### config.mk
export PLATFORM = sky130hd
export DESIGN_NAME = dc_way_select_flat
export DESIGN_NICKNAME = d
export VERILOG_FILES = /design/src/logic/dc_pkg.sv /design/src/logic/dc_req_if.sv /design/src/logic/dc_way_select.sv /design/src/flat_wrapper.sv
export VERILOG_INCLUDE_DIRS = /design/src /design/src/logic
export SDC_FILE = /design/constraint.sdc
export NUM_CORES = 1
export LEC_CHECK = 0
export BUFFER_PORTS_ARGS = -buffer_cell sky130_fd_sc_hd__buf_2
export CORE_AREA = 2 2 105 107
export DETAILED_ROUTE_END_ITERATION = 8
export DIE_AREA = 0 0 107 109
export PLACE_DENSITY = 0.56
export SYNTH_ARGS = -nofsm -noshare
export SYNTH_HDL_FRONTEND = slang
export SYNTH_SLANG_ARGS = --single-unit
### constraint.sdc
create_clock -name clk -period 3.9 [get_ports clk]
set_input_delay 0.78 -clock clk [delete_from_list [all_inputs] [get_ports clk]]
set_output_delay 0.78 -clock clk [all_outputs]
set_load 0.05 [all_outputs]
### src/logic/dc_defines.svh
`ifndef DC_DEFINES_SVH
`define DC_DEFINES_SVH

// cache geometry
`define DC_WAYS    4
`define DC_SETS    16
`define DC_WORDS   4

// field widths
`define DC_TAG_W   8
`define DC_INDEX_W 4
`define DC_WORD_W  32

// index width must match the set count

`endif

### src/logic/dc_pkg.sv
`include "dc_defines.svh"

package dc_pkg;

  typedef logic [`DC_TAG_W-1:0]             tag_t;
  typedef logic [`DC_INDEX_W-1:0]           index_t;
  typedef logic [$clog2(`DC_WORDS)-1:0]     offset_t;

  // word address, tag then index then offset
  typedef logic [`DC_TAG_W+`DC_INDEX_W+$clog2(`DC_WORDS)-1:0] addr_t;

  typedef logic [`DC_WORD_W-1:0]            word_t;
  typedef logic [`DC_WORD_W/8-1:0]          ben_t;
  typedef logic [`DC_WORDS*`DC_WORD_W-1:0]  line_t;  // word 0 in low bits

  typedef logic [$clog2(`DC_WAYS)-1:0]      way_t;

  // 0 is most recent, WAYS-1 is the victim
  typedef logic [$clog2(`DC_WAYS)-1:0]      age_t;

  // one age per way, way 0 lowest
  typedef logic [`DC_WAYS*$clog2(`DC_WAYS)-1:0] set_ages_t;

  typedef logic [`DC_WAYS-1:0]              way_vec_t;

endpackage

### src/logic/dc_req_if.sv
`timescale 1ns/100ps

interface dc_req_if;
  import dc_pkg::*;

  index_t  rd_index;    // raw request index, captured by the rams
  logic    s1_read;
  logic    s1_write;
  logic    s1_insert;
  tag_t    s1_tag;
  index_t  s1_index;
  offset_t s1_offset;
  word_t   s1_wdata;
  ben_t    s1_ben;
  line_t   s1_fill;
  logic    init_busy;
  index_t  init_index;  // set being cleared

  modport pipe (output rd_index, s1_read, s1_write, s1_insert, s1_tag, s1_index,
                s1_offset, s1_wdata, s1_ben, s1_fill, init_busy, init_index);

  modport way (input rd_index, s1_read, s1_write, s1_insert, s1_tag, s1_index,
               s1_offset, s1_wdata, s1_ben, s1_fill, init_busy, init_index);

  modport lru (input rd_index, s1_read, s1_write, s1_insert, s1_index,
               s1_wdata, s1_ben, init_busy, init_index);

endinterface

### src/logic/dc_way_select.sv
`timescale 1ns/100ps
`include "dc_defines.svh"

module dc_way_select (
  input  logic             clk,
  input  logic             rst,
  dc_req_if.lru            req,
  input  dc_pkg::way_vec_t hits,
  input  dc_pkg::word_t    words [`DC_WAYS],
  input  dc_pkg::tag_t     tags [`DC_WAYS],
  input  dc_pkg::way_vec_t valids,
  input  dc_pkg::way_t     victim,
  output logic             hit_any,
  output dc_pkg::way_t     hit_way,
  output logic             rsp_valid,
  output logic             rsp_hit,
  output dc_pkg::way_t     rsp_way,
  output dc_pkg::word_t    rsp_data,
  output logic             evict_valid,
  output dc_pkg::tag_t     evict_tag
);
  import dc_pkg::*;

  word_t hit_word;

  assign hit_any = |hits;

  always_comb begin
    hit_way = '0;
    for (int w = 0; w < `DC_WAYS; w++) begin
      if (hits[w]) hit_way = way_t'(w);
    end
  end

  // a write returns the word as it is stored
  always_comb begin
    hit_word = words[hit_way];
    for (int i = 0; i < $bits(ben_t); i++) begin
      if (req.s1_write && req.s1_ben[i]) hit_word[i*8 +: 8] = req.s1_wdata[i*8 +: 8];
    end
  end

  always_ff @(posedge clk) begin
    if (rst) begin
      rsp_valid   <= 1'b0;
      rsp_hit     <= 1'b0;
      evict_valid <= 1'b0;
    end else begin
      rsp_valid   <= req.s1_read || req.s1_write || req.s1_insert;
      rsp_hit     <= hit_any;
      evict_valid <= req.s1_insert && valids[victim];
    end
  end

  always_ff @(posedge clk) begin
    rsp_way   <= req.s1_insert ? victim : hit_way;
    rsp_data  <= hit_any ? hit_word : '0;  // zero on a miss
    evict_tag <= req.s1_insert ? tags[victim] : '0;
  end

  // at most one way may hold a given tag
  a_hits_onehot: assert property (@(posedge clk) disable iff (rst) $onehot0(hits));

endmodule

### src/flat_wrapper.sv
// flat-port wrapper written by rule: the top's interface ports become plain ports
module dc_way_select_flat import dc_pkg::*;
  (clk, rst, hits, words, tags, valids, victim, hit_any, hit_way, rsp_valid, rsp_hit, rsp_way, rsp_data, evict_valid, evict_tag, req_rd_index, req_s1_read, req_s1_write, req_s1_insert, req_s1_index, req_s1_wdata, req_s1_ben, req_init_busy, req_init_index);
  dc_req_if req_i ();
  input  logic clk;
  input  logic rst;
  input  dc_pkg::way_vec_t hits;
  input  dc_pkg::word_t words[`DC_WAYS];
  input  dc_pkg::tag_t tags[`DC_WAYS];
  input  dc_pkg::way_vec_t valids;
  input  dc_pkg::way_t victim;
  output logic hit_any;
  output dc_pkg::way_t hit_way;
  output logic rsp_valid;
  output logic rsp_hit;
  output dc_pkg::way_t rsp_way;
  output dc_pkg::word_t rsp_data;
  output logic evict_valid;
  output dc_pkg::tag_t evict_tag;
  input wire logic [$bits(req_i.rd_index)-1:0] req_rd_index;
  input wire logic [$bits(req_i.s1_read)-1:0] req_s1_read;
  input wire logic [$bits(req_i.s1_write)-1:0] req_s1_write;
  input wire logic [$bits(req_i.s1_insert)-1:0] req_s1_insert;
  input wire logic [$bits(req_i.s1_index)-1:0] req_s1_index;
  input wire logic [$bits(req_i.s1_wdata)-1:0] req_s1_wdata;
  input wire logic [$bits(req_i.s1_ben)-1:0] req_s1_ben;
  input wire logic [$bits(req_i.init_busy)-1:0] req_init_busy;
  input wire logic [$bits(req_i.init_index)-1:0] req_init_index;
  assign req_i.rd_index = req_rd_index;
  assign req_i.s1_read = req_s1_read;
  assign req_i.s1_write = req_s1_write;
  assign req_i.s1_insert = req_s1_insert;
  assign req_i.s1_index = req_s1_index;
  assign req_i.s1_wdata = req_s1_wdata;
  assign req_i.s1_ben = req_s1_ben;
  assign req_i.init_busy = req_init_busy;
  assign req_i.init_index = req_init_index;
  dc_way_select u_core (.clk(clk), .rst(rst), .req(req_i), .hits(hits), .words(words), .tags(tags), .valids(valids), .victim(victim), .hit_any(hit_any), .hit_way(hit_way), .rsp_valid(rsp_valid), .rsp_hit(rsp_hit), .rsp_way(rsp_way), .rsp_data(rsp_data), .evict_valid(evict_valid), .evict_tag(evict_tag));
endmodule
==> impl_metrics.ini <==
[floorplan]
ios = 272
start_util = 0.242
die_h_um = 109
coreArea_sq_um = 10600
die_area_sq_um = 11700
fp-row-count = 38
die_w_um = 107

[layout]
fin_util = 0.382
antenna_cells = 0
multiInputGateArea_sq_um = 1500
stdcell_count = 656
num-fill-cells = 1110
final_nets = 739
areaGrowthSynthToFinish_pct = 57.5
final_cell_mix = buf_2 (258), dfxtp_1 (45), nand2_1 (36)
final_common_cell = buf_2
ff_latch_area_sq_um = 901
drive_gt1_frac = 0.614

[place]
dp_hpwl_um = 8110
port_buffers = 258
place_inst = 648
gp_congestion = 0.726

[setup_path]
cp-start-kind = input port
crit_path_top_delay_cell = buf_2
worst-path-buf-inv = 2
end_kind = output pin
cp.required_ns = 3.12
cpPeakStageDelay_ns = 0.67
cpMostUsedCell = buf_2
arrival_ns = 1.97
crit_chain = buf_2, a21o_1, buf_2
path_class = in -> out
critPathTopFamily = buffers and inverters
cp_max_fo = 34

[clock_tree]
cts_resized = 0
cts_buffers = 5
cts_tree = yes
ctsHoldBuffers = 0
clockRootBuffer = clkbuf_8
post_cts.repair.setup_buffers = 0
cts_sinks = 45
cts.htree.levels = 2
clk_pin_slew_ns = 0.09
cts_max_path_buffers = 2

[drt]
drc = 0
detailroute.via_count = 3115
wl_per_cell_um = 15.6
vias_per_cell = 4.75
ant_nets = 0
dr.pass1.iters = 4
routed_wirelength_um = 10200
drt_first_iter_violations = 153

[yosys]
seq_area_frac_synth = 0.351
synth_area_sq_um = 2570
synthCells = 271
synth_nets = 495
yosysUniqueCellTypes = 22
synth_warnings = 0
yosys_register_bits = 45
avgSynthCellArea_sq_um = 9.48

[pwr]
power_density_nw_per_um2 = 359
p_leak_nw = 1.96
seqPwrFrac = 0.357
p_int_mw = 0.956
ir_drop_uv = 194
clkPwrFrac = 0.289
p_switching_mw = 0.497
p_sw_frac = 0.342
pwr-share-comb = 0.354

[grt]
grt_antenna_before_repair = 0
gr-total-overflow = 0
grt_use_total = 0.174
grt_pass1_wl_um = 15800
grt_pass1_vias = 3161
grt_max_degree = 35

[sta]
hold_viol = 0
setup_viol = 0
max_freq_mhz = 364
rsz0062_at_grt = no
tns_ns = 0
fin_crit_sh = 0.704
drv_slew = 0
min_period_ns = 2.75
maxSlewHeadroom = 0.411
tightest_slew_ns = 0.883

[job]
drv_cap = 0

[min_path]
hold_path.class = in -> reg

[status]
status = complete, no violations
## Yosys cell counts (all sizes together)
| master | instances | area [sq um] |
|---|---|---|
| dfxtp | 45 | 901 |
| nand2 | 36 | 135 |
| nor2 | 35 | 139 |
| mux2 | 34 | 383 |
| a211oi | 33 | 248 |
| a221oi | 32 | 280 |
| buf | 20 | 135 |
| and2 | 12 | 75.1 |
| mux4 | 8 | 180 |
| clkbuf | 5 | 18.8 |
| inv | 4 | 15.0 |
| nor2b | 2 | 12.5 |
| nor3 | 2 | 21.3 |
| a2111oi | 1 | 8.76 |
| a21o | 1 | 7.51 |
| mux2i | 1 | 10.0 |
## area by class of cell
class                           count  area share
Sequential cell                    45       0.222
Inverter                            4     0.00371
Multi-Input combinational cell    197       0.371
Timing Repair Buffer              262       0.326
Clock inverter                      3      0.0161
Clock buffer                        5      0.0170
Tap cell                          140      0.0433
## stage by stage
| stage | total power [mW] | worst slack, ns | instance area, sq um | hold WS (ns) |
|---|---|---|---|---|
| 6_report | 1.45 | 1.15 | 4050 | 0.673 |
| 5_1_grt | 1.54 | 1.06 | 4050 | 0.668 |
| 4_1_cts | 1.48 | 1.15 | 4050 | 0.658 |
| 3_5_place_dp | 1.05 | 1.15 | 3920 | 0.992 |
| 3_3_place_gp | 1.05 | 1.18 | 3920 | 0.988 |
| 2_1_floorplan | 0.865 | 1.32 | 2570 | 0.852 |
## routing by layer
layer	global-route usage	vias up	wire, um
met4	0.0325	0	42
met3	0.0544	2	902
met1	0.187	1446	3980
met2	0.337	160	5290
met5	0	-	0
li1	-	1507	-
## final timing paths
path	slack, ns	from	end	cells after the start
max	1.15	hits[1]	hit_way[0]	3
min	0.67	rst	u_core.rsp_hit	2
## logic make-up (layout without fill, tap and decap cells)
group / count (synthesis) / after routing / share of synthesized area
compound gates: 67 / 67 / 0.212
mux: 43 / 43 / 0.223
simple gates: 87 / 87 / 0.149
flops: 45 / 45 / 0.351
buf+inv: 29 / 274 / 0.0657
## flip-flops by register name (all words and copies together), names as in the netlist
signal and flops:
u_core.rsp_data 32, u_core.evict_tag 8, u_core.rsp_way 2, u_core.evict_valid 1, u_core.rsp_hit 1, u_core.rsp_valid 1
## power groups by stage
stage               logic [mW]  clock network [mW]  registers (mW)
finish                   0.514               0.420           0.519
global route             0.552               0.462           0.525
CTS                      0.521               0.441           0.520
detailed placement       0.520                   0           0.530
global placement         0.516                   0           0.530
floorplan                0.156                   0           0.709
(Power assumes the default switching activity.)
