===== src/logic/dc_defines.svh =====
`ifndef DC_DEFINES_SVH
`define DC_DEFINES_SVH

// cache geometry
`define DC_WAYS    4
`define DC_SETS    16
`define DC_WORDS   4

// field widths
`define DC_TAG_W   8
`define DC_INDEX_W 4
`define DC_WORD_W  32

// index width must match the set count

`endif


===== src/logic/dc_pkg.sv =====
`include "dc_defines.svh"

package dc_pkg;

  typedef logic [`DC_TAG_W-1:0]             tag_t;
  typedef logic [`DC_INDEX_W-1:0]           index_t;
  typedef logic [$clog2(`DC_WORDS)-1:0]     offset_t;

  // word address, tag then index then offset
  typedef logic [`DC_TAG_W+`DC_INDEX_W+$clog2(`DC_WORDS)-1:0] addr_t;

  typedef logic [`DC_WORD_W-1:0]            word_t;
  typedef logic [`DC_WORD_W/8-1:0]          ben_t;
  typedef logic [`DC_WORDS*`DC_WORD_W-1:0]  line_t;  // word 0 in low bits

  typedef logic [$clog2(`DC_WAYS)-1:0]      way_t;

  // 0 is most recent, WAYS-1 is the victim
  typedef logic [$clog2(`DC_WAYS)-1:0]      age_t;

  // one age per way, way 0 lowest
  typedef logic [`DC_WAYS*$clog2(`DC_WAYS)-1:0] set_ages_t;

  typedef logic [`DC_WAYS-1:0]              way_vec_t;

endpackage


===== src/logic/dc_req_if.sv =====
`timescale 1ns/100ps

interface dc_req_if;
  import dc_pkg::*;

  index_t  rd_index;    // raw request index, captured by the rams
  logic    s1_read;
  logic    s1_write;
  logic    s1_insert;
  tag_t    s1_tag;
  index_t  s1_index;
  offset_t s1_offset;
  word_t   s1_wdata;
  ben_t    s1_ben;
  line_t   s1_fill;
  logic    init_busy;
  index_t  init_index;  // set being cleared

  modport pipe (output rd_index, s1_read, s1_write, s1_insert, s1_tag, s1_index,
                s1_offset, s1_wdata, s1_ben, s1_fill, init_busy, init_index);

  modport way (input rd_index, s1_read, s1_write, s1_insert, s1_tag, s1_index,
               s1_offset, s1_wdata, s1_ben, s1_fill, init_busy, init_index);

  modport lru (input rd_index, s1_read, s1_write, s1_insert, s1_index,
               s1_wdata, s1_ben, init_busy, init_index);

endinterface


===== src/logic/dc_ram.sv =====
`timescale 1ns/100ps

module dc_ram #(
  parameter int WIDTH = 32,
  parameter int DEPTH = 16
) (
  input  logic                     clk,
  input  logic                     rst,
  input  logic [$clog2(DEPTH)-1:0] rd_addr,
  input  logic                     wr_en,
  input  logic [$clog2(DEPTH)-1:0] wr_addr,
  input  logic [WIDTH-1:0]         wr_data,
  output logic [WIDTH-1:0]         rd_data
);

  logic [WIDTH-1:0]         mem [DEPTH];
  logic [$clog2(DEPTH)-1:0] rd_addr_q;

  // write first, a read after the write edge sees the new value
  assign rd_data = mem[rd_addr_q];

  always_ff @(posedge clk) begin
    if (rst) rd_addr_q <= '0;
    else rd_addr_q <= rd_addr;
  end

  always_ff @(posedge clk) begin
    if (wr_en) mem[wr_addr] <= wr_data;
  end

  a_wr_addr_known: assert property (@(posedge clk) disable iff (rst)
    wr_en |-> !$isunknown(wr_addr));

endmodule


===== src/logic/dc_word_bank.sv =====
`timescale 1ns/100ps
`include "dc_defines.svh"

module dc_word_bank #(
  parameter int BANK = 0
) (
  input  logic          clk,
  input  logic          rst,
  dc_req_if.way         req,
  input  logic          wr_en,
  input  dc_pkg::ben_t  wr_ben,
  output dc_pkg::word_t rd_word
);
  import dc_pkg::*;

  word_t  new_word;
  word_t  merged;
  word_t  wr_word;
  index_t wr_index;

  // read-modify-write merge against the stored word
  always_comb begin
    new_word = req.s1_insert ? req.s1_fill[BANK*`DC_WORD_W +: `DC_WORD_W] : req.s1_wdata;
    for (int i = 0; i < $bits(ben_t); i++) begin
      merged[i*8 +: 8] = wr_ben[i] ? new_word[i*8 +: 8] : rd_word[i*8 +: 8];
    end
  end

  assign wr_index = req.init_busy ? req.init_index : req.s1_index;
  assign wr_word  = req.init_busy ? '0 : merged;  // sweep clears the bank

  dc_ram #(.WIDTH(`DC_WORD_W), .DEPTH(`DC_SETS)) u_ram (
    .clk     (clk),
    .rst     (rst),
    .rd_addr (req.rd_index),
    .wr_en   (wr_en || req.init_busy),
    .wr_addr (wr_index),
    .wr_data (wr_word),
    .rd_data (rd_word)
  );

endmodule


===== src/logic/dc_way.sv =====
`timescale 1ns/100ps
`include "dc_defines.svh"

module dc_way #(
  parameter int WAY = 0
) (
  input  logic          clk,
  input  logic          rst,
  dc_req_if.way         req,
  input  dc_pkg::way_t  victim,
  output logic          hit,
  output dc_pkg::word_t word,
  output dc_pkg::tag_t  tag,
  output logic          valid
);
  import dc_pkg::*;

  logic               fill_sel;     // this way takes the insert
  logic               tag_wr_en;
  index_t             tag_wr_index;
  logic [`DC_TAG_W:0] tag_wr_data;  // {valid, tag}
  logic [`DC_TAG_W:0] tag_rd_data;
  word_t              bank_word [`DC_WORDS];

  assign fill_sel = req.s1_insert && victim == way_t'(WAY);

  assign tag_wr_en    = fill_sel || req.init_busy;
  assign tag_wr_index = req.init_busy ? req.init_index : req.s1_index;
  assign tag_wr_data  = req.init_busy ? '0 : {1'b1, req.s1_tag};

  dc_ram #(.WIDTH(`DC_TAG_W + 1), .DEPTH(`DC_SETS)) u_tags (
    .clk     (clk),
    .rst     (rst),
    .rd_addr (req.rd_index),
    .wr_en   (tag_wr_en),
    .wr_addr (tag_wr_index),
    .wr_data (tag_wr_data),
    .rd_data (tag_rd_data)
  );

  assign valid = tag_rd_data[`DC_TAG_W];
  assign tag   = tag_rd_data[`DC_TAG_W-1:0];

  // inserts never count as hits
  assign hit  = valid && tag == req.s1_tag && (req.s1_read || req.s1_write);
  assign word = bank_word[req.s1_offset];

  for (genvar b = 0; b < `DC_WORDS; b++) begin : g_bank
    logic bank_wr;
    ben_t bank_ben;

    assign bank_wr  = fill_sel ||
                      (hit && req.s1_write && req.s1_offset == offset_t'(b));
    assign bank_ben = fill_sel ? '1 : req.s1_ben;  // whole word on fill

    dc_word_bank #(.BANK(b)) u_bank (
      .clk     (clk),
      .rst     (rst),
      .req     (req),
      .wr_en   (bank_wr),
      .wr_ben  (bank_ben),
      .rd_word (bank_word[b])
    );
  end

endmodule


===== src/flat_wrapper.sv =====
// flat-port wrapper written by rule: the top's interface ports become plain ports
module dc_way_flat import dc_pkg::*;
#(
  parameter int WAY = 0
)
  (clk, rst, victim, hit, word, tag, valid, req_rd_index, req_s1_read, req_s1_write, req_s1_insert, req_s1_tag, req_s1_index, req_s1_offset, req_s1_wdata, req_s1_ben, req_s1_fill, req_init_busy, req_init_index);
  dc_req_if req_i ();
  input  logic clk;
  input  logic rst;
  input  dc_pkg::way_t victim;
  output logic hit;
  output dc_pkg::word_t word;
  output dc_pkg::tag_t tag;
  output logic valid;
  input wire logic [$bits(req_i.rd_index)-1:0] req_rd_index;
  input wire logic [$bits(req_i.s1_read)-1:0] req_s1_read;
  input wire logic [$bits(req_i.s1_write)-1:0] req_s1_write;
  input wire logic [$bits(req_i.s1_insert)-1:0] req_s1_insert;
  input wire logic [$bits(req_i.s1_tag)-1:0] req_s1_tag;
  input wire logic [$bits(req_i.s1_index)-1:0] req_s1_index;
  input wire logic [$bits(req_i.s1_offset)-1:0] req_s1_offset;
  input wire logic [$bits(req_i.s1_wdata)-1:0] req_s1_wdata;
  input wire logic [$bits(req_i.s1_ben)-1:0] req_s1_ben;
  input wire logic [$bits(req_i.s1_fill)-1:0] req_s1_fill;
  input wire logic [$bits(req_i.init_busy)-1:0] req_init_busy;
  input wire logic [$bits(req_i.init_index)-1:0] req_init_index;
  assign req_i.rd_index = req_rd_index;
  assign req_i.s1_read = req_s1_read;
  assign req_i.s1_write = req_s1_write;
  assign req_i.s1_insert = req_s1_insert;
  assign req_i.s1_tag = req_s1_tag;
  assign req_i.s1_index = req_s1_index;
  assign req_i.s1_offset = req_s1_offset;
  assign req_i.s1_wdata = req_s1_wdata;
  assign req_i.s1_ben = req_s1_ben;
  assign req_i.s1_fill = req_s1_fill;
  assign req_i.init_busy = req_init_busy;
  assign req_i.init_index = req_init_index;
  dc_way #(.WAY(WAY)) u_core (.clk(clk), .rst(rst), .req(req_i), .victim(victim), .hit(hit), .word(word), .tag(tag), .valid(valid));
endmodule

===== config.mk =====
export PLATFORM = sky130hd
export DESIGN_NAME = dc_way_flat
export DESIGN_NICKNAME = d
export VERILOG_FILES = /design/src/logic/dc_pkg.sv /design/src/logic/dc_req_if.sv /design/src/logic/dc_ram.sv /design/src/logic/dc_word_bank.sv /design/src/logic/dc_way.sv /design/src/flat_wrapper.sv
export VERILOG_INCLUDE_DIRS = /design/src /design/src/logic
export SDC_FILE = /design/constraint.sdc
export NUM_CORES = 2
export LEC_CHECK = 0
export ABC_CLOCK_PERIOD_IN_PS = 12900
export BUFFER_PORTS_ARGS = -buffer_cell sky130_fd_sc_hd__buf_2
export CAP_MARGIN = 20
export CORE_MARGIN = 1
export CORE_UTILIZATION = 30
export DETAILED_ROUTE_END_ITERATION = 12
export PLACE_DENSITY = 0.51
export SYNTH_ARGS = -nofsm -noshare
export SYNTH_HDL_FRONTEND = slang
export SYNTH_HIERARCHICAL = 1
export SYNTH_SLANG_ARGS = --single-unit
export TNS_END_PERCENT = 100

===== constraint.sdc =====
create_clock -name clk -period 12.9 [get_ports clk]
set_input_delay 1.29 -clock clk [delete_from_list [all_inputs] [get_ports clk]]
set_output_delay 1.29 -clock clk [all_outputs]
set_load 0.05 [all_outputs]

==> key figures <==
Clocking
  – TritonCTS Buffers: 234
  – Post-CTS Setup Bufs: 0
  – CTS tree: built
  – CTS root buffer: clkbuf_16
  – Max Root-Sink Buffers: 4
  – H-tree levels: 4
  – Clock sink total: 2212
  – Worst-Skew Late Latency: 930 ps
  – CTS Hold Bufs: 0
  – Worst-path clk slew: 60 ps
  – Post_cts resized: 0

Route
  – Initial DRC count: 4814
  – Routed len/inst: 31.9 um
  – Vias: 44031
  – DRC: 0
  – Total routed wirelength: 274 mm
  – Vias/cell: 5.12
  – First-pass DRT Iterations: 5
  – Routed Antenna Nets: 0

Worst setup path
  – Crit-path slowest cell: buf_4
  – Largest fanout on the critical path: 43
  – Startpoint Class: flip-flop
  – CP top delay family: buffers and inverters
  – Worst Setup End Kind: output port
  – Worst EP required: 11610 ps
  – Critical path arrival: 5230 ps
  – WP buf/inv: 3
  – Cells along the critical path: buf_4 -> buf_4 -> mux4_2 -> a22oi_1 -> nand2_1 -> mux4_2 -> buf_2
  – Worst stage delay on the critical path: 780 ps
  – WS Path Type: flip-flop to output port

Synth
  – Ys Warns: 6
  – Post-Syn Instances: 4062
  – Mapped cell area: 87400 um^2
  – Synth Area in Simple Gates: 2.23%
  – XOR/XNOR Fraction of Synth Area: 0.0601%
  – Area fraction of the dominant cell type after synthesis: 75.3%
  – Synth Area in Compound Gates: 3.51%
  – Yosys reg bits: 2212
  – Synth cell types: 40
  – Adder-Cell Fraction of Synth Area: 0%
  – Synth area leaders: edfxtp_1 (75%), mux4_2 (15%), a22oi_1 (2.4%)
  – Synth async-reset ratio: 0%
  – Mux cell area share after synthesis: 16.7%
  – Post-synthesis sequential area ratio: 75.8%
  – Syn nets: 4256
  – Synth Flop Type: edfxtp_1
  – Cell taking the most area after synthesis: edfxtp_1
  – Post-synth EDFFs: 2192
  – Mean post-synth cell area: 21.5 um^2
  – Combinational family with the most area after synthesis: multiplexers

Place
  – Placed cell count: 8165
  – Hpwl dp: 172 mm
  – Global placement routability congestion: 0.790
  – IO Port Bufs: 235

Global route
  – First-pass GRT wire length: 375 mm
  – Met2 usage: 30.5%
  – Global route overflow: 0
  – Number of global-route vias before repair: 44647
  – Met3 Resource Use GR: 3.30%
  – M1 GR Usage: 24.0%
  – Layer with the highest usage: met2
  – Gr usage total: 18.5%
  – Largest net degree at the start of global routing: 104
  – Initial antenna violation count: 41

Timing
  – TNS Setup: 0 ps
  – Period minus WS final: 6520 ps
  – Share of the clock period used by the worst path: 50.5%
  – Peak Freq: 153 MHz
  – # setup viols final: 0
  – Final clock skew: 111 ps
  – Endpoints failing hold: 0
  – Unrepaired setup endpoints after global routing: no
  – Max_slew headroom: 22.4%
  – Slew Viols, Final: 0
  – Least-Margin Pin Slew: 1160 ps

Die
  – IO Count: 236
  – Core footprint: 289000 um^2
  – Die X: 542 um
  – Starting Density: 30.3%
  – Rows: 197
  – Die ar.: 294000 um^2
  – Die H: 542 um

Worst hold path
  – HP Class: input port to flip-flop

Power and ir drop
  – Worst IR Drop VDD: 0.000123 V
  – Pwr/cell area: 157 nW/um^2
  – Leakage: 0.0320 uW
  – Total chip power: 15900 uW

Layout
  – Fillers: 26913
  – Nets@finish: 4720
  – Fin cells: 8596
  – Commonest non-fill, non-tap cell in the layout: edfxtp_1
  – Synthesis-to-layout area growth: 16.4%
  – Share of cells above drive strength 1: 31.4%
  – Most frequent cells in the layout: edfxtp_1 (2192), mux4_2 (564), a22oi_1 (274)

Run
  – Max-cap violations: 0

Status
  – Run status: finished, final reports clean
==> worst paths after layout <==
path | from | to | slack (ps) | cells past startpoint
hold / removal | req_rd_index[2] | flip-flop | 930 | 2
hold reg to reg | u_core/g_bank[3].u_bank/u_ram/mem[14][30]$_DFFE_PP_ | u_core/g_bank[3].u_bank/u_ram/mem[12][30]$_DFFE_PP_ | 1240 | 5
setup reg to reg | flip-flop | u_core/g_bank[1].u_bank/u_ram/mem[13][17]$_DFFE_PP_ | 7430 | 12
setup / recovery | flip-flop | word[21] | 6380 | 7
==> routing by layer <==
metal / wire length (um) / part of all wire (%) / vias to the layer above
li1: - / - / 18169
met5: 101 / 0.037 / -
met3: 17100 / 6.3 / 390
met2: 133000 / 49 / 1534
met1: 111000 / 40 / 23920
met4: 12500 / 4.6 / 18
==> sequential cells by signal, indices dropped and copies added (netlist names), named ones only <==
register	cells
u_core/g_bank.u_bank/u_ram/mem	2048
u_core/u_tags/mem	144
==> logic make-up (layout without fill, tap and decap cells) <==
kind of cell / Yosys count / in the layout
DFF: 2212 / 2212
muxes: 728 / 728
and+or+nand+nor: 448 / 448
AOI/OAI and AO/OA: 409 / 409
buffers and inverters: 259 / 904
xor gates and xnor gates: 6 / 6
other: 0 / 9
==> cells in the mapped netlist, types with 2 or more instances <==
cell / count
nor2_1: 197
buf_2: 58
mux4_2: 564
nand3b_1: 12
buf_6: 7
inv_1: 2
a211oi_1: 128
buf_12: 13
nor2b_1: 35
o31ai_1: 4
nor3_1: 20
clkbuf_2: 16
nand2_1: 145
or2_2: 4
nand2b_1: 14
dfxtp_1: 20
a22oi_1: 274
or3b_2: 5
mux4_1: 16
and2_1: 5
mux2i_1: 128
buf_1: 49
nand3_1: 8
clkbuf_1: 70
edfxtp_1: 2192
xnor2_1: 5
buf_4: 40
mux2_2: 17
mux2_1: 3
==> report_power, final <==
| group | internal, uW | total [uW] | switching, uW |
|---|---|---|---|
| logic | 409 | 1350 | 945 |
| clock network | 3610 | 6370 | 2760 |
| registers | 8140 | 8190 | 55.2 |
| total | 12200 | 15900 | 3760 |
==> through the flow <==
step / util (%) / setup slack [ps] / hold slack [ps] / cell area [um^2]
after detailed placement: 32.7 / 7130 / 1270 / 94500
after CTS: 35.2 / 6200 / 886 / 102000
after global routing: 35.2 / 6010 / 888 / 102000
after floorplan: - / 6970 / 1060 / 87400
final: 35.2 / 6380 / 934 / 102000
after global placement: 32.7 / 7130 / 1270 / 94400
==> area by class of cell <==
| type | instances | area (um^2) | share of cell area [%] |
|---|---|---|---|
| timing repair buffer | 484 | 3150 | 3.10 |
| multi-input combinational | 1591 | 20300 | 20.0 |
| inverter | 3 | 11.3 | 0.0111 |
| sequential | 2212 | 66300 | 65.1 |
| tap | 3880 | 4850 | 4.77 |
| clock inverter | 127 | 971 | 0.955 |
| antenna | 9 | 22.5 | 0.0221 |
| clock buffer | 290 | 6150 | 6.04 |
==> worst reg2reg max path, stage by stage, from the launching register on <==
cell and delay (ps):
dfxtp_2 310, buf_4 560, mux4_1 670, a22oi_1 240, nand2_1 120, xor2_1 160, a221oi_1 200, nand3_1 410
o31ai_1 720, or2_2 250, nand3_1 300, nor2_4 720, buf_4 500
(Power assumes the default switching activity.)
