## config.mk

```make
export PLATFORM = sky130hd
export DESIGN_NAME = dc_lru_flat
export DESIGN_NICKNAME = d
export VERILOG_FILES = /design/src/logic/dc_pkg.sv /design/src/logic/dc_req_if.sv /design/src/logic/dc_ram.sv /design/src/logic/dc_lru.sv /design/src/flat_wrapper.sv
export VERILOG_INCLUDE_DIRS = /design/src /design/src/logic
export SDC_FILE = /design/constraint.sdc
export NUM_CORES = 1
export LEC_CHECK = 0
export BUFFER_PORTS_ARGS = -buffer_cell sky130_fd_sc_hd__buf_2
export CORE_MARGIN = 2
export CORE_UTILIZATION = 55
export DETAILED_ROUTE_END_ITERATION = 12
export PLACE_DENSITY = 0.72
export SYNTH_ARGS = -nofsm -noshare
export SYNTH_HDL_FRONTEND = slang
export SYNTH_HIERARCHICAL = 1
export SYNTH_SLANG_ARGS = --single-unit
export TNS_END_PERCENT = 50
```

## constraint.sdc

```tcl
create_clock -name clk -period 4.96 [get_ports clk]
set_input_delay 0.248 -clock clk [delete_from_list [all_inputs] [get_ports clk]]
set_output_delay 0.248 -clock clk [all_outputs]
set_load 0.1 [all_outputs]
```

## src/logic/dc_defines.svh

```systemverilog
`ifndef DC_DEFINES_SVH
`define DC_DEFINES_SVH

// cache geometry
`define DC_WAYS    4
`define DC_SETS    16
`define DC_WORDS   4

// field widths
`define DC_TAG_W   8
`define DC_INDEX_W 4
`define DC_WORD_W  32

// index width must match the set count

`endif

```

## src/logic/dc_pkg.sv

```systemverilog
`include "dc_defines.svh"

package dc_pkg;

  typedef logic [`DC_TAG_W-1:0]             tag_t;
  typedef logic [`DC_INDEX_W-1:0]           index_t;
  typedef logic [$clog2(`DC_WORDS)-1:0]     offset_t;

  // word address, tag then index then offset
  typedef logic [`DC_TAG_W+`DC_INDEX_W+$clog2(`DC_WORDS)-1:0] addr_t;

  typedef logic [`DC_WORD_W-1:0]            word_t;
  typedef logic [`DC_WORD_W/8-1:0]          ben_t;
  typedef logic [`DC_WORDS*`DC_WORD_W-1:0]  line_t;  // word 0 in low bits

  typedef logic [$clog2(`DC_WAYS)-1:0]      way_t;

  // 0 is most recent, WAYS-1 is the victim
  typedef logic [$clog2(`DC_WAYS)-1:0]      age_t;

  // one age per way, way 0 lowest
  typedef logic [`DC_WAYS*$clog2(`DC_WAYS)-1:0] set_ages_t;

  typedef logic [`DC_WAYS-1:0]              way_vec_t;

endpackage

```

## src/logic/dc_req_if.sv

```systemverilog
`timescale 1ns/100ps

interface dc_req_if;
  import dc_pkg::*;

  index_t  rd_index;    // raw request index, captured by the rams
  logic    s1_read;
  logic    s1_write;
  logic    s1_insert;
  tag_t    s1_tag;
  index_t  s1_index;
  offset_t s1_offset;
  word_t   s1_wdata;
  ben_t    s1_ben;
  line_t   s1_fill;
  logic    init_busy;
  index_t  init_index;  // set being cleared

  modport pipe (output rd_index, s1_read, s1_write, s1_insert, s1_tag, s1_index,
                s1_offset, s1_wdata, s1_ben, s1_fill, init_busy, init_index);

  modport way (input rd_index, s1_read, s1_write, s1_insert, s1_tag, s1_index,
               s1_offset, s1_wdata, s1_ben, s1_fill, init_busy, init_index);

  modport lru (input rd_index, s1_read, s1_write, s1_insert, s1_index,
               s1_wdata, s1_ben, init_busy, init_index);

endinterface

```

## src/logic/dc_ram.sv

```systemverilog
`timescale 1ns/100ps

module dc_ram #(
  parameter int WIDTH = 32,
  parameter int DEPTH = 16
) (
  input  logic                     clk,
  input  logic                     rst,
  input  logic [$clog2(DEPTH)-1:0] rd_addr,
  input  logic                     wr_en,
  input  logic [$clog2(DEPTH)-1:0] wr_addr,
  input  logic [WIDTH-1:0]         wr_data,
  output logic [WIDTH-1:0]         rd_data
);

  logic [WIDTH-1:0]         mem [DEPTH];
  logic [$clog2(DEPTH)-1:0] rd_addr_q;

  // write first, a read after the write edge sees the new value
  assign rd_data = mem[rd_addr_q];

  always_ff @(posedge clk) begin
    if (rst) rd_addr_q <= '0;
    else rd_addr_q <= rd_addr;
  end

  always_ff @(posedge clk) begin
    if (wr_en) mem[wr_addr] <= wr_data;
  end

  a_wr_addr_known: assert property (@(posedge clk) disable iff (rst)
    wr_en |-> !$isunknown(wr_addr));

endmodule

```

## src/logic/dc_lru.sv

```systemverilog
`timescale 1ns/100ps
`include "dc_defines.svh"

module dc_lru (
  input  logic         clk,
  input  logic         rst,
  dc_req_if.lru        req,
  input  logic         hit_any,
  input  dc_pkg::way_t hit_way,
  output dc_pkg::way_t victim
);
  import dc_pkg::*;

  localparam int AW = $bits(age_t);

  set_ages_t           ages;       // ages of the staged set
  set_ages_t           new_ages;
  set_ages_t           init_ages;
  set_ages_t           wr_ages;
  logic                touch;
  way_t                touch_way;
  age_t                touch_age;
  logic                wr_en;
  index_t              wr_index;
  logic [`DC_WAYS-1:0] age_seen;

  dc_ram #(.WIDTH($bits(set_ages_t)), .DEPTH(`DC_SETS)) u_ages (
    .clk     (clk),
    .rst     (rst),
    .rd_addr (req.rd_index),
    .wr_en   (wr_en),
    .wr_addr (wr_index),
    .wr_data (wr_ages),
    .rd_data (ages)
  );

  // oldest way is the victim
  always_comb begin
    victim = '0;
    for (int w = 0; w < `DC_WAYS; w++) begin
      if (ages[w*AW +: AW] == age_t'(`DC_WAYS - 1)) victim = way_t'(w);
    end
  end

  assign touch     = hit_any || req.s1_insert;
  assign touch_way = req.s1_insert ? victim : hit_way;
  assign touch_age = ages[touch_way*AW +: AW];

  always_comb begin
    for (int w = 0; w < `DC_WAYS; w++) begin
      init_ages[w*AW +: AW] = age_t'(w);  // identity order
      if (way_t'(w) == touch_way) new_ages[w*AW +: AW] = '0;
      else if (ages[w*AW +: AW] < touch_age) new_ages[w*AW +: AW] = ages[w*AW +: AW] + 1'b1;
      else new_ages[w*AW +: AW] = ages[w*AW +: AW];
    end
  end

  assign wr_en    = touch || req.init_busy;
  assign wr_index = req.init_busy ? req.init_index : req.s1_index;
  assign wr_ages  = req.init_busy ? init_ages : new_ages;

  always_comb begin
    age_seen = '0;
    for (int w = 0; w < `DC_WAYS; w++) age_seen[ages[w*AW +: AW]] = 1'b1;
  end

  // sweep and every update keep each set a permutation
  a_ages_perm: assert property (@(posedge clk) disable iff (rst || req.init_busy)
    (req.s1_read || req.s1_write || req.s1_insert) |-> &age_seen);

endmodule

```

## src/flat_wrapper.sv

```systemverilog
// flat-port wrapper written by rule: the top's interface ports become plain ports
module dc_lru_flat import dc_pkg::*;
  (clk, rst, hit_any, hit_way, victim, req_rd_index, req_s1_read, req_s1_write, req_s1_insert, req_s1_index, req_s1_wdata, req_s1_ben, req_init_busy, req_init_index);
  dc_req_if req_i ();
  input  logic clk;
  input  logic rst;
  input  logic hit_any;
  input  dc_pkg::way_t hit_way;
  output dc_pkg::way_t victim;
  input wire logic [$bits(req_i.rd_index)-1:0] req_rd_index;
  input wire logic [$bits(req_i.s1_read)-1:0] req_s1_read;
  input wire logic [$bits(req_i.s1_write)-1:0] req_s1_write;
  input wire logic [$bits(req_i.s1_insert)-1:0] req_s1_insert;
  input wire logic [$bits(req_i.s1_index)-1:0] req_s1_index;
  input wire logic [$bits(req_i.s1_wdata)-1:0] req_s1_wdata;
  input wire logic [$bits(req_i.s1_ben)-1:0] req_s1_ben;
  input wire logic [$bits(req_i.init_busy)-1:0] req_init_busy;
  input wire logic [$bits(req_i.init_index)-1:0] req_init_index;
  assign req_i.rd_index = req_rd_index;
  assign req_i.s1_read = req_s1_read;
  assign req_i.s1_write = req_s1_write;
  assign req_i.s1_insert = req_s1_insert;
  assign req_i.s1_index = req_s1_index;
  assign req_i.s1_wdata = req_s1_wdata;
  assign req_i.s1_ben = req_s1_ben;
  assign req_i.init_busy = req_init_busy;
  assign req_i.init_index = req_init_index;
  dc_lru u_core (.clk(clk), .rst(rst), .req(req_i), .hit_any(hit_any), .hit_way(hit_way), .victim(victim));
endmodule
```

==> metrics.md, run 1 <==
| Metric | Value |
|---|---|
| Status | `complete, no violations` |
| Starting density of the core | `57.15%` |
| Largest registers | `u_core/u_ages/mem: 128 flops` |
| Mapped Area | `5638 um2` |
| LEAKAGE | `2.254 nW` |
| Synth warn | `6` |
| Die width | `105.2 um` |
| Critical Path Fanout Max | `32` |
| EDFF count, synth | `128` |
| Root Driver | `clkbuf_8` |
| Worst slew margin | `18.76%` |
| Startpoint Class | `flop` |
| Peak supply drop | `0.0003417 V` |
| Final worst-path cycle share | `91.32%` |
| Reg-to-reg endpoint | `u_core/u_ages/mem[6][0]` |
| Clk Latency, worst-skew pair | `530 ps` |
| Pre-antenna DRT Iters | `4` |
| Final setup fails | `0` |
| Switching Share | `25.29%` |
| Final hold vios | `0` |
| Clk pin slew, worst setup/hold paths | `60 ps` |
| Max capacitance violation total | `0` |
| Max reg flops | `128` |
| Initial DRC count | `216` |
| Flop2flop setup slack | `430 ps` |
| Unrepaired setup endpoints after global routing | `false` |
| TritonCTS buffer count | `17` |
| Prevailing post-synth register cell | `edfxtp_1` |
| Setup WS pre-CTS | `487.5 ps` |
| Clk sinks | `132` |
| Post-detail-place hpwl | `7341 um` |
| Syn nets | `375` |
| P per Cell Area | `430.6 nW/um2` |
| Seq pwr share | `46.2%` |
| CTS hold repair buffers | `8` |
| Clock buffer depth | `2` |
| Hold crit path type | `in -> reg` |
| Final ANT Viol Nets | `0` |
| Core area | `9864 um2` |
| Slew Viols, Final | `0` |
| Site Rows | `36` |
| Int Pwr | `2.132 mW` |
| # diodes | `0` |
| Layout cells sized above 1 | `26.84%` |
| Post-synth ARST share | `0%` |
| Final GP Congestion | `0.8446` |
| Psw | `721.7 uW` |
| Synth area leader | `edfxtp_1` |
| CP Data Required Time | `5120 ps` |
| Initial antenna violation count | `0` |
| Crit path DAT | `4690 ps` |
| NumNets Final | `427` |
| PortBufs | `20` |
| Post-CTS Repair Setup Buffers | `0` |
| Final WL | `11,820 um` |
| Final Skew | `8.598 ps` |
| Cells after synthesis | `315` |
| Clock group share of total power | `41.8%` |
| Largest reg by FF count | `u_core/u_ages/mem` |
| Comb pwr share | `12.0%` |
| Layout area overhead | `17.55%` |
| Syn_area_per_cell | `17.90 um2` |
| Max Fclk | `220.8 MHz` |
| # IOs | `59` |
| Synthesis-stage register bit count | `132` |
| Sequential fraction of the synthesis area | `69.60%` |
| Total negative slack | `0 ps` |
| Vert. Die Dim | `105.2 um` |
| Resized Gates After CTS | `0` |
| Worst setup margin | `430.6 ps` |
| Via count | `3,124` |
| Via density per instance | `6.090` |
| Setup crit end kind | `flop` |
| WL/cell | `23.05 um` |
| CTS tree | `built` |
| Drt drc | `0` |
| Die ar. | `11,080 um2` |
| Total track usage | `22.96%` |
| Synth top area cells | `edfxtp_1 (68%), mux4_2 (7.2%), mux4_1 (6.5%)` |
| Critical Path End | `u_core/u_ages/mem[6][0]` |
| Synth cell types | `46` |
| H-tree depth | `4` |
| Worst slew pin tran | `1211 ps` |
| Area share of the largest cell type after synthesis | `68.18%` |
| Pin count of the biggest net entering global routing | `33` |
| Number of global-route vias before repair | `3,076` |
| Min Tclk post-route | `4529 ps` |
| Reg2reg path depth | `12` |
| GRT Residual Overflow | `0` |
| Count leader, synth | `edfxtp_1` |
| Overall Power | `2.854 mW` |
| Global-route wire length before repair | `17,960 um` |
| Critical path type | `reg -> reg` |
| Post-synth top cells | `edfxtp_1 (128), nor2_1 (21), a22oi_1 (18), mux4_2 (18), nand2_1 (15)` |
-- metrics by stage --
step                      hold slack [ps]  cell area [um2]  util, %  std cells
after floorplan                     319.6             5638        -        315
after global placement              461.0             5972    60.54        473
after detailed placement            470.1             5972    60.54        473
after CTS                           410.8             6628    67.19        513
after global routing                443.4             6628    67.19        513
final                               433.6             6628    67.19        513
-- kinds of logic (layout without fill, tap and decap cells) --
group                    Yosys count  in the layout  synth area share (%)
adder cells (fa/ha/maj)            3              3                0.6658
AO/OA/AOI/OAI                     54             54                 6.747
AND/OR/NAND/NOR                   72             72                 6.369
multiplexers                      36             36                 14.51
buffers and inverters             18             83                 2.108
flip-flops                       132            132                 69.60
-- layout make-up --
| type | instances | area (um2) |
|---|---|---|
| Tap cell | 133 | 166.4 |
| Multi-Input combinational cell | 165 | 1602 |
| Sequential cell | 132 | 3925 |
| Clock buffer | 19 | 441.7 |
| Timing Repair Buffer | 46 | 340.3 |
| Clock inverter | 13 | 133.9 |
| Fill cell | 631 | 3237 |
| Inverter | 5 | 18.77 |
-- critical path: stages (launching register included) --
cell      delay [ps]
dfxtp_2          340
buf_12           240
mux4_1           620
a22oi_1          280
nand2_1          150
ha_1             270
or3b_1           520
a21oi_1          210
a211oi_2          90
o22ai_1          310
buf_4            180
a21oi_1           50
nor2_1           880
-- power groups by stage --
stage	registers [mW]	logic (mW)	clock network [mW]
2_1_floorplan	1.34	0.218	0
3_3_place_gp	1.34	0.330	0
3_5_place_dp	1.34	0.336	0
4_1_cts	1.32	0.342	1.21
5_1_grt	1.32	0.370	1.26
6_report	1.32	0.343	1.19
-- worst min-delay path by stage --
| stage | from | end | slack, ps | cells past startpoint |
|---|---|---|---|---|
| floorplan | rst | flop | 320 | 1 |
| global placement | req_rd_index[3] | flop | 460 | 2 |
| detailed placement | req_rd_index[0] | flop | 470 | 2 |
| CTS | req_init_index[0] | u_core/u_ages/mem[12][3] | 410 | 4 |
| global route | req_s1_index[0] | u_core/u_ages/mem[12][4] | 440 | 4 |
| finish | req_init_index[0] | u_core/u_ages/mem[12][2] | 430 | 4 |
-- layer usage --
metal | global-route usage [%] | wire length (um) | vias up
li1 | - | - | 1409
met1 | 30.75 | 4724 | 1605
met2 | 36.77 | 6212 | 92
met3 | 5.875 | 679 | 18
met4 | 8.381 | 208 | 0
met5 | 0 | 0 | -
-- cells in the final DEF (no fill, tap or decap), drive strengths merged, types with 12 or more instances in the layout --
cell and instances:
edfxtp 128, buf 38, mux4 32, nor2 23
clkbuf 19, a22oi 18, nand2 15, a21oi 13
inv 12
Power figures use the tool's default switching activity.
==> inputs of run 2 (changes only) <==
--- a/config.mk
+++ b/config.mk
@@ -10,7 +10,7 @@
 export CORE_MARGIN = 2
 export CORE_UTILIZATION = 55
 export DETAILED_ROUTE_END_ITERATION = 12
-export PLACE_DENSITY = 0.72
+export PLACE_DENSITY_LB_ADDON = 0.3
 export SYNTH_ARGS = -nofsm -noshare
 export SYNTH_HDL_FRONTEND = slang
 export SYNTH_HIERARCHICAL = 1
==> run 2 against run 1 <==
Net effect: sequential power barely moved; worst setup slack got worse by 70 ps; critical path depth fell by 1; largest cell class unchanged; highest routed layer unchanged; cell count fell by 1.9%; design area fell by 0.85%; via count fell by 1.2%; first-iteration DRC count rose by 25%.
==> metrics.md, run 2 (synthesis results as in run 1) <==
| Metric | Value |
|---|---|
| Status | `complete, no violations` |
| Core Util, Final | `66.62% (-0.57 points)` |
| Pin count of the biggest net entering global routing | `24 (-27%)` |
| Final hold vios | `0 (unchanged)` |
| Critical Path Fanout Max | `16 (-50%)` |
| Flop2flop setup slack | `360 ps (-70 ps)` |
| Setup WS pre-CTS | `479.1 ps (-8.340 ps)` |
| Site Rows | `36 (unchanged)` |
| Largest registers | `u_core/u_ages/mem: 128 flops` |
| Clock buffer depth | `2 (unchanged)` |
| Via density per instance | `6.135 (+0.75%)` |
| Min Tclk post-route | `4599 ps (+69.72 ps)` |
| Clk pin slew, worst setup/hold paths | `60 ps (about the same)` |
| Drt drc | `0 (unchanged)` |
| Root Driver | `clkbuf_8` |
| P per Cell Area | `441.7 nW/um2 (+2.6%)` |
| Number of global-route vias before repair | `3,119 (+1.4%)` |
| Final GP Congestion | `0.8928 (+5.7%)` |
| Largest reg by FF count | `u_core/u_ages/mem` |
| Startpoint Class | `flop` |
| Final setup fails | `0 (unchanged)` |
| Filler Cell Count | `640 (+1.4%)` |
| Overall Power | `2.902 mW (+1.7%)` |
| Final worst-path cycle share | `92.72% (+1.4 points)` |
| Most frequent cells in the layout | `edfxtp_1 (128), nor2_1 (21), buf_2 (20), a22oi_1 (18), mux4_2 (18)` |
| Final Skew | `10.14 ps (+1.539 ps)` |
| FF/Latch Area | `3925 um2 (unchanged)` |
| Initial DRC count | `271 (+25%)` |
| Max Fclk | `217.4 MHz (-1.5%)` |
| # diodes | `0 (unchanged)` |
| Psw | `673.5 uW (-6.7%)` |
| Post-detail-place hpwl | `7117 um (-3.1%)` |
| # IOs | `59 (unchanged)` |
| Crit path DAT | `4750 ps (+60 ps)` |
| Seq pwr share | `45.5% (-0.7 points)` |
| CTS tree | `built` |
| Worst setup margin | `360.9 ps (-69.72 ps)` |
| CP Data Required Time | `5110 ps (about the same)` |
| Layout cells sized above 1 | `24.59% (-2.2 points)` |
| LEAKAGE | `2.221 nW (-1.5%)` |
| TritonCTS buffer count | `17 (unchanged)` |
| Final ANT Viol Nets | `0 (unchanged)` |
| Clk sinks | `132 (unchanged)` |
| Die ar. | `11,080 um2 (unchanged)` |
| Slew Viols, Final | `0 (unchanged)` |
| Total track usage | `21.56% (-1.4 points)` |
| Area after DPL | `5919 um2 (-0.88%)` |
| Resized Gates After CTS | `0 (unchanged)` |
| NumNets Final | `417 (-2.3%)` |
| Peak supply drop | `0.0003493 V (+2.2%)` |
| Hold crit path type | `in -> reg` |
| Initial antenna violation count | `0 (unchanged)` |
| Starting density of the core | `57.15% (unchanged)` |
| Via count | `3,086 (-1.2%)` |
| Commonest non-fill, non-tap cell in the layout | `edfxtp_1` |
| Worst slew margin | `19.05% (+0.30 points)` |
| Max reg flops | `128 (unchanged)` |
| Critical path type | `reg -> reg` |
| Core area | `9864 um2 (unchanged)` |
| Fin cells | `503 (-1.9%)` |
| Fin area | `6571 um2 (-0.85%)` |
| Unrepaired setup endpoints after global routing | `false` |
| Clk Latency, worst-skew pair | `510 ps (-20 ps)` |
| Area occupied by multi-input gates | `1602 um2 (unchanged)` |
| GRT Residual Overflow | `0 (unchanged)` |
| Switching Share | `23.20% (-2.1 points)` |
| Final hold slack | `457.2 ps (+23.66 ps)` |
| Final WL | `11,280 um (-4.6%)` |
| Total negative slack | `0 ps (unchanged)` |
| Setup crit end kind | `flop` |
| Int Pwr | `2.229 mW (+4.5%)` |
| Pre-antenna DRT Iters | `5 (+1)` |
| WL/cell | `22.42 um (-2.7%)` |
| Placed insts | `466 (-1.5%)` |
| Max capacitance violation total | `0 (unchanged)` |
| Worst slew pin tran | `1210 ps (-0.7858 ps)` |
| PortBufs | `20 (unchanged)` |
| H-tree depth | `4 (unchanged)` |
| Global-route wire length before repair | `17,130 um (-4.6%)` |
| Clock group share of total power | `43.4% (+1.6 points)` |
| Die width | `105.2 um (unchanged)` |
| Vert. Die Dim | `105.2 um (unchanged)` |
| Layout area overhead | `16.56%` |
| Comb pwr share | `11.1% (-0.9 points)` |
## run 2: cell count changes in the layout (fill, tap and decap cells not counted)
cell / change
dlygate4sd3_1: -3
clkbuf_8: -2
clkinvlp_4: -2
inv_8: -1
inv_6: -4
clkinv_2: +2
bufinv_16: +3
clkinv_1: +2
buf_4: -7
clkbuf_1: +2
## run 2: cell type report
type	instances	share of cell area, %
multi-input cells	165	24.37
inverters	5	0.2856
clock inverters	13	2.742
clock buffers	19	6.417
repair buffers	36	3.922
flip-flops and latches	132	59.73
well taps	133	2.532
## run 2: worst paths after layout
path	depth (start not counted)	from	end
max	11	flop	u_core/u_ages/mem[7][4]
min	4	req_init_index[0]	u_core/u_ages/mem[12][6]
max reg2reg	11	flop	u_core/u_ages/mem[7][4]
min reg2reg	4	u_core/u_ages/mem[8][4]	u_core/u_ages/mem[0][4]
## run 2: critical path: stages (launching register included)
cell and delay, ps:
dfxtp_2 360, buf_4 210, mux4_1 560, a22oi_1 310, nand2_1 250, ha_1 330, or3b_1 510, a21oi_1 200
a211oi_2 90, o22ai_1 340, a21oi_1 140, a311oi_2 930
## run 2: power by group through the flow
stage	sequential [mW]	clock [mW]	combinational (mW)
final	1.32	1.26	0.323
after global routing	1.32	1.32	0.348
after CTS	1.32	1.28	0.320
after detailed placement	1.34	0	0.315
after global placement	1.34	0	0.306
after floorplan	1.34	0	0.218
## run 2: what timing repair did
| action | in CTS | in global routing |
|---|---|---|
| setup buffers | 0 | 0 |
| hold buffers | 5 | 0 |
| endpoints found under the hold margin | 4 | 0 |
## run 2: routing by layer
metal	GRT usage, %	up-vias	share of wire, %
met4	8.476	0	1.4
met3	4.947	15	6.3
li1	-	1391	-
met2	36.73	115	54
met1	26.92	1565	38
met5	0	-	0
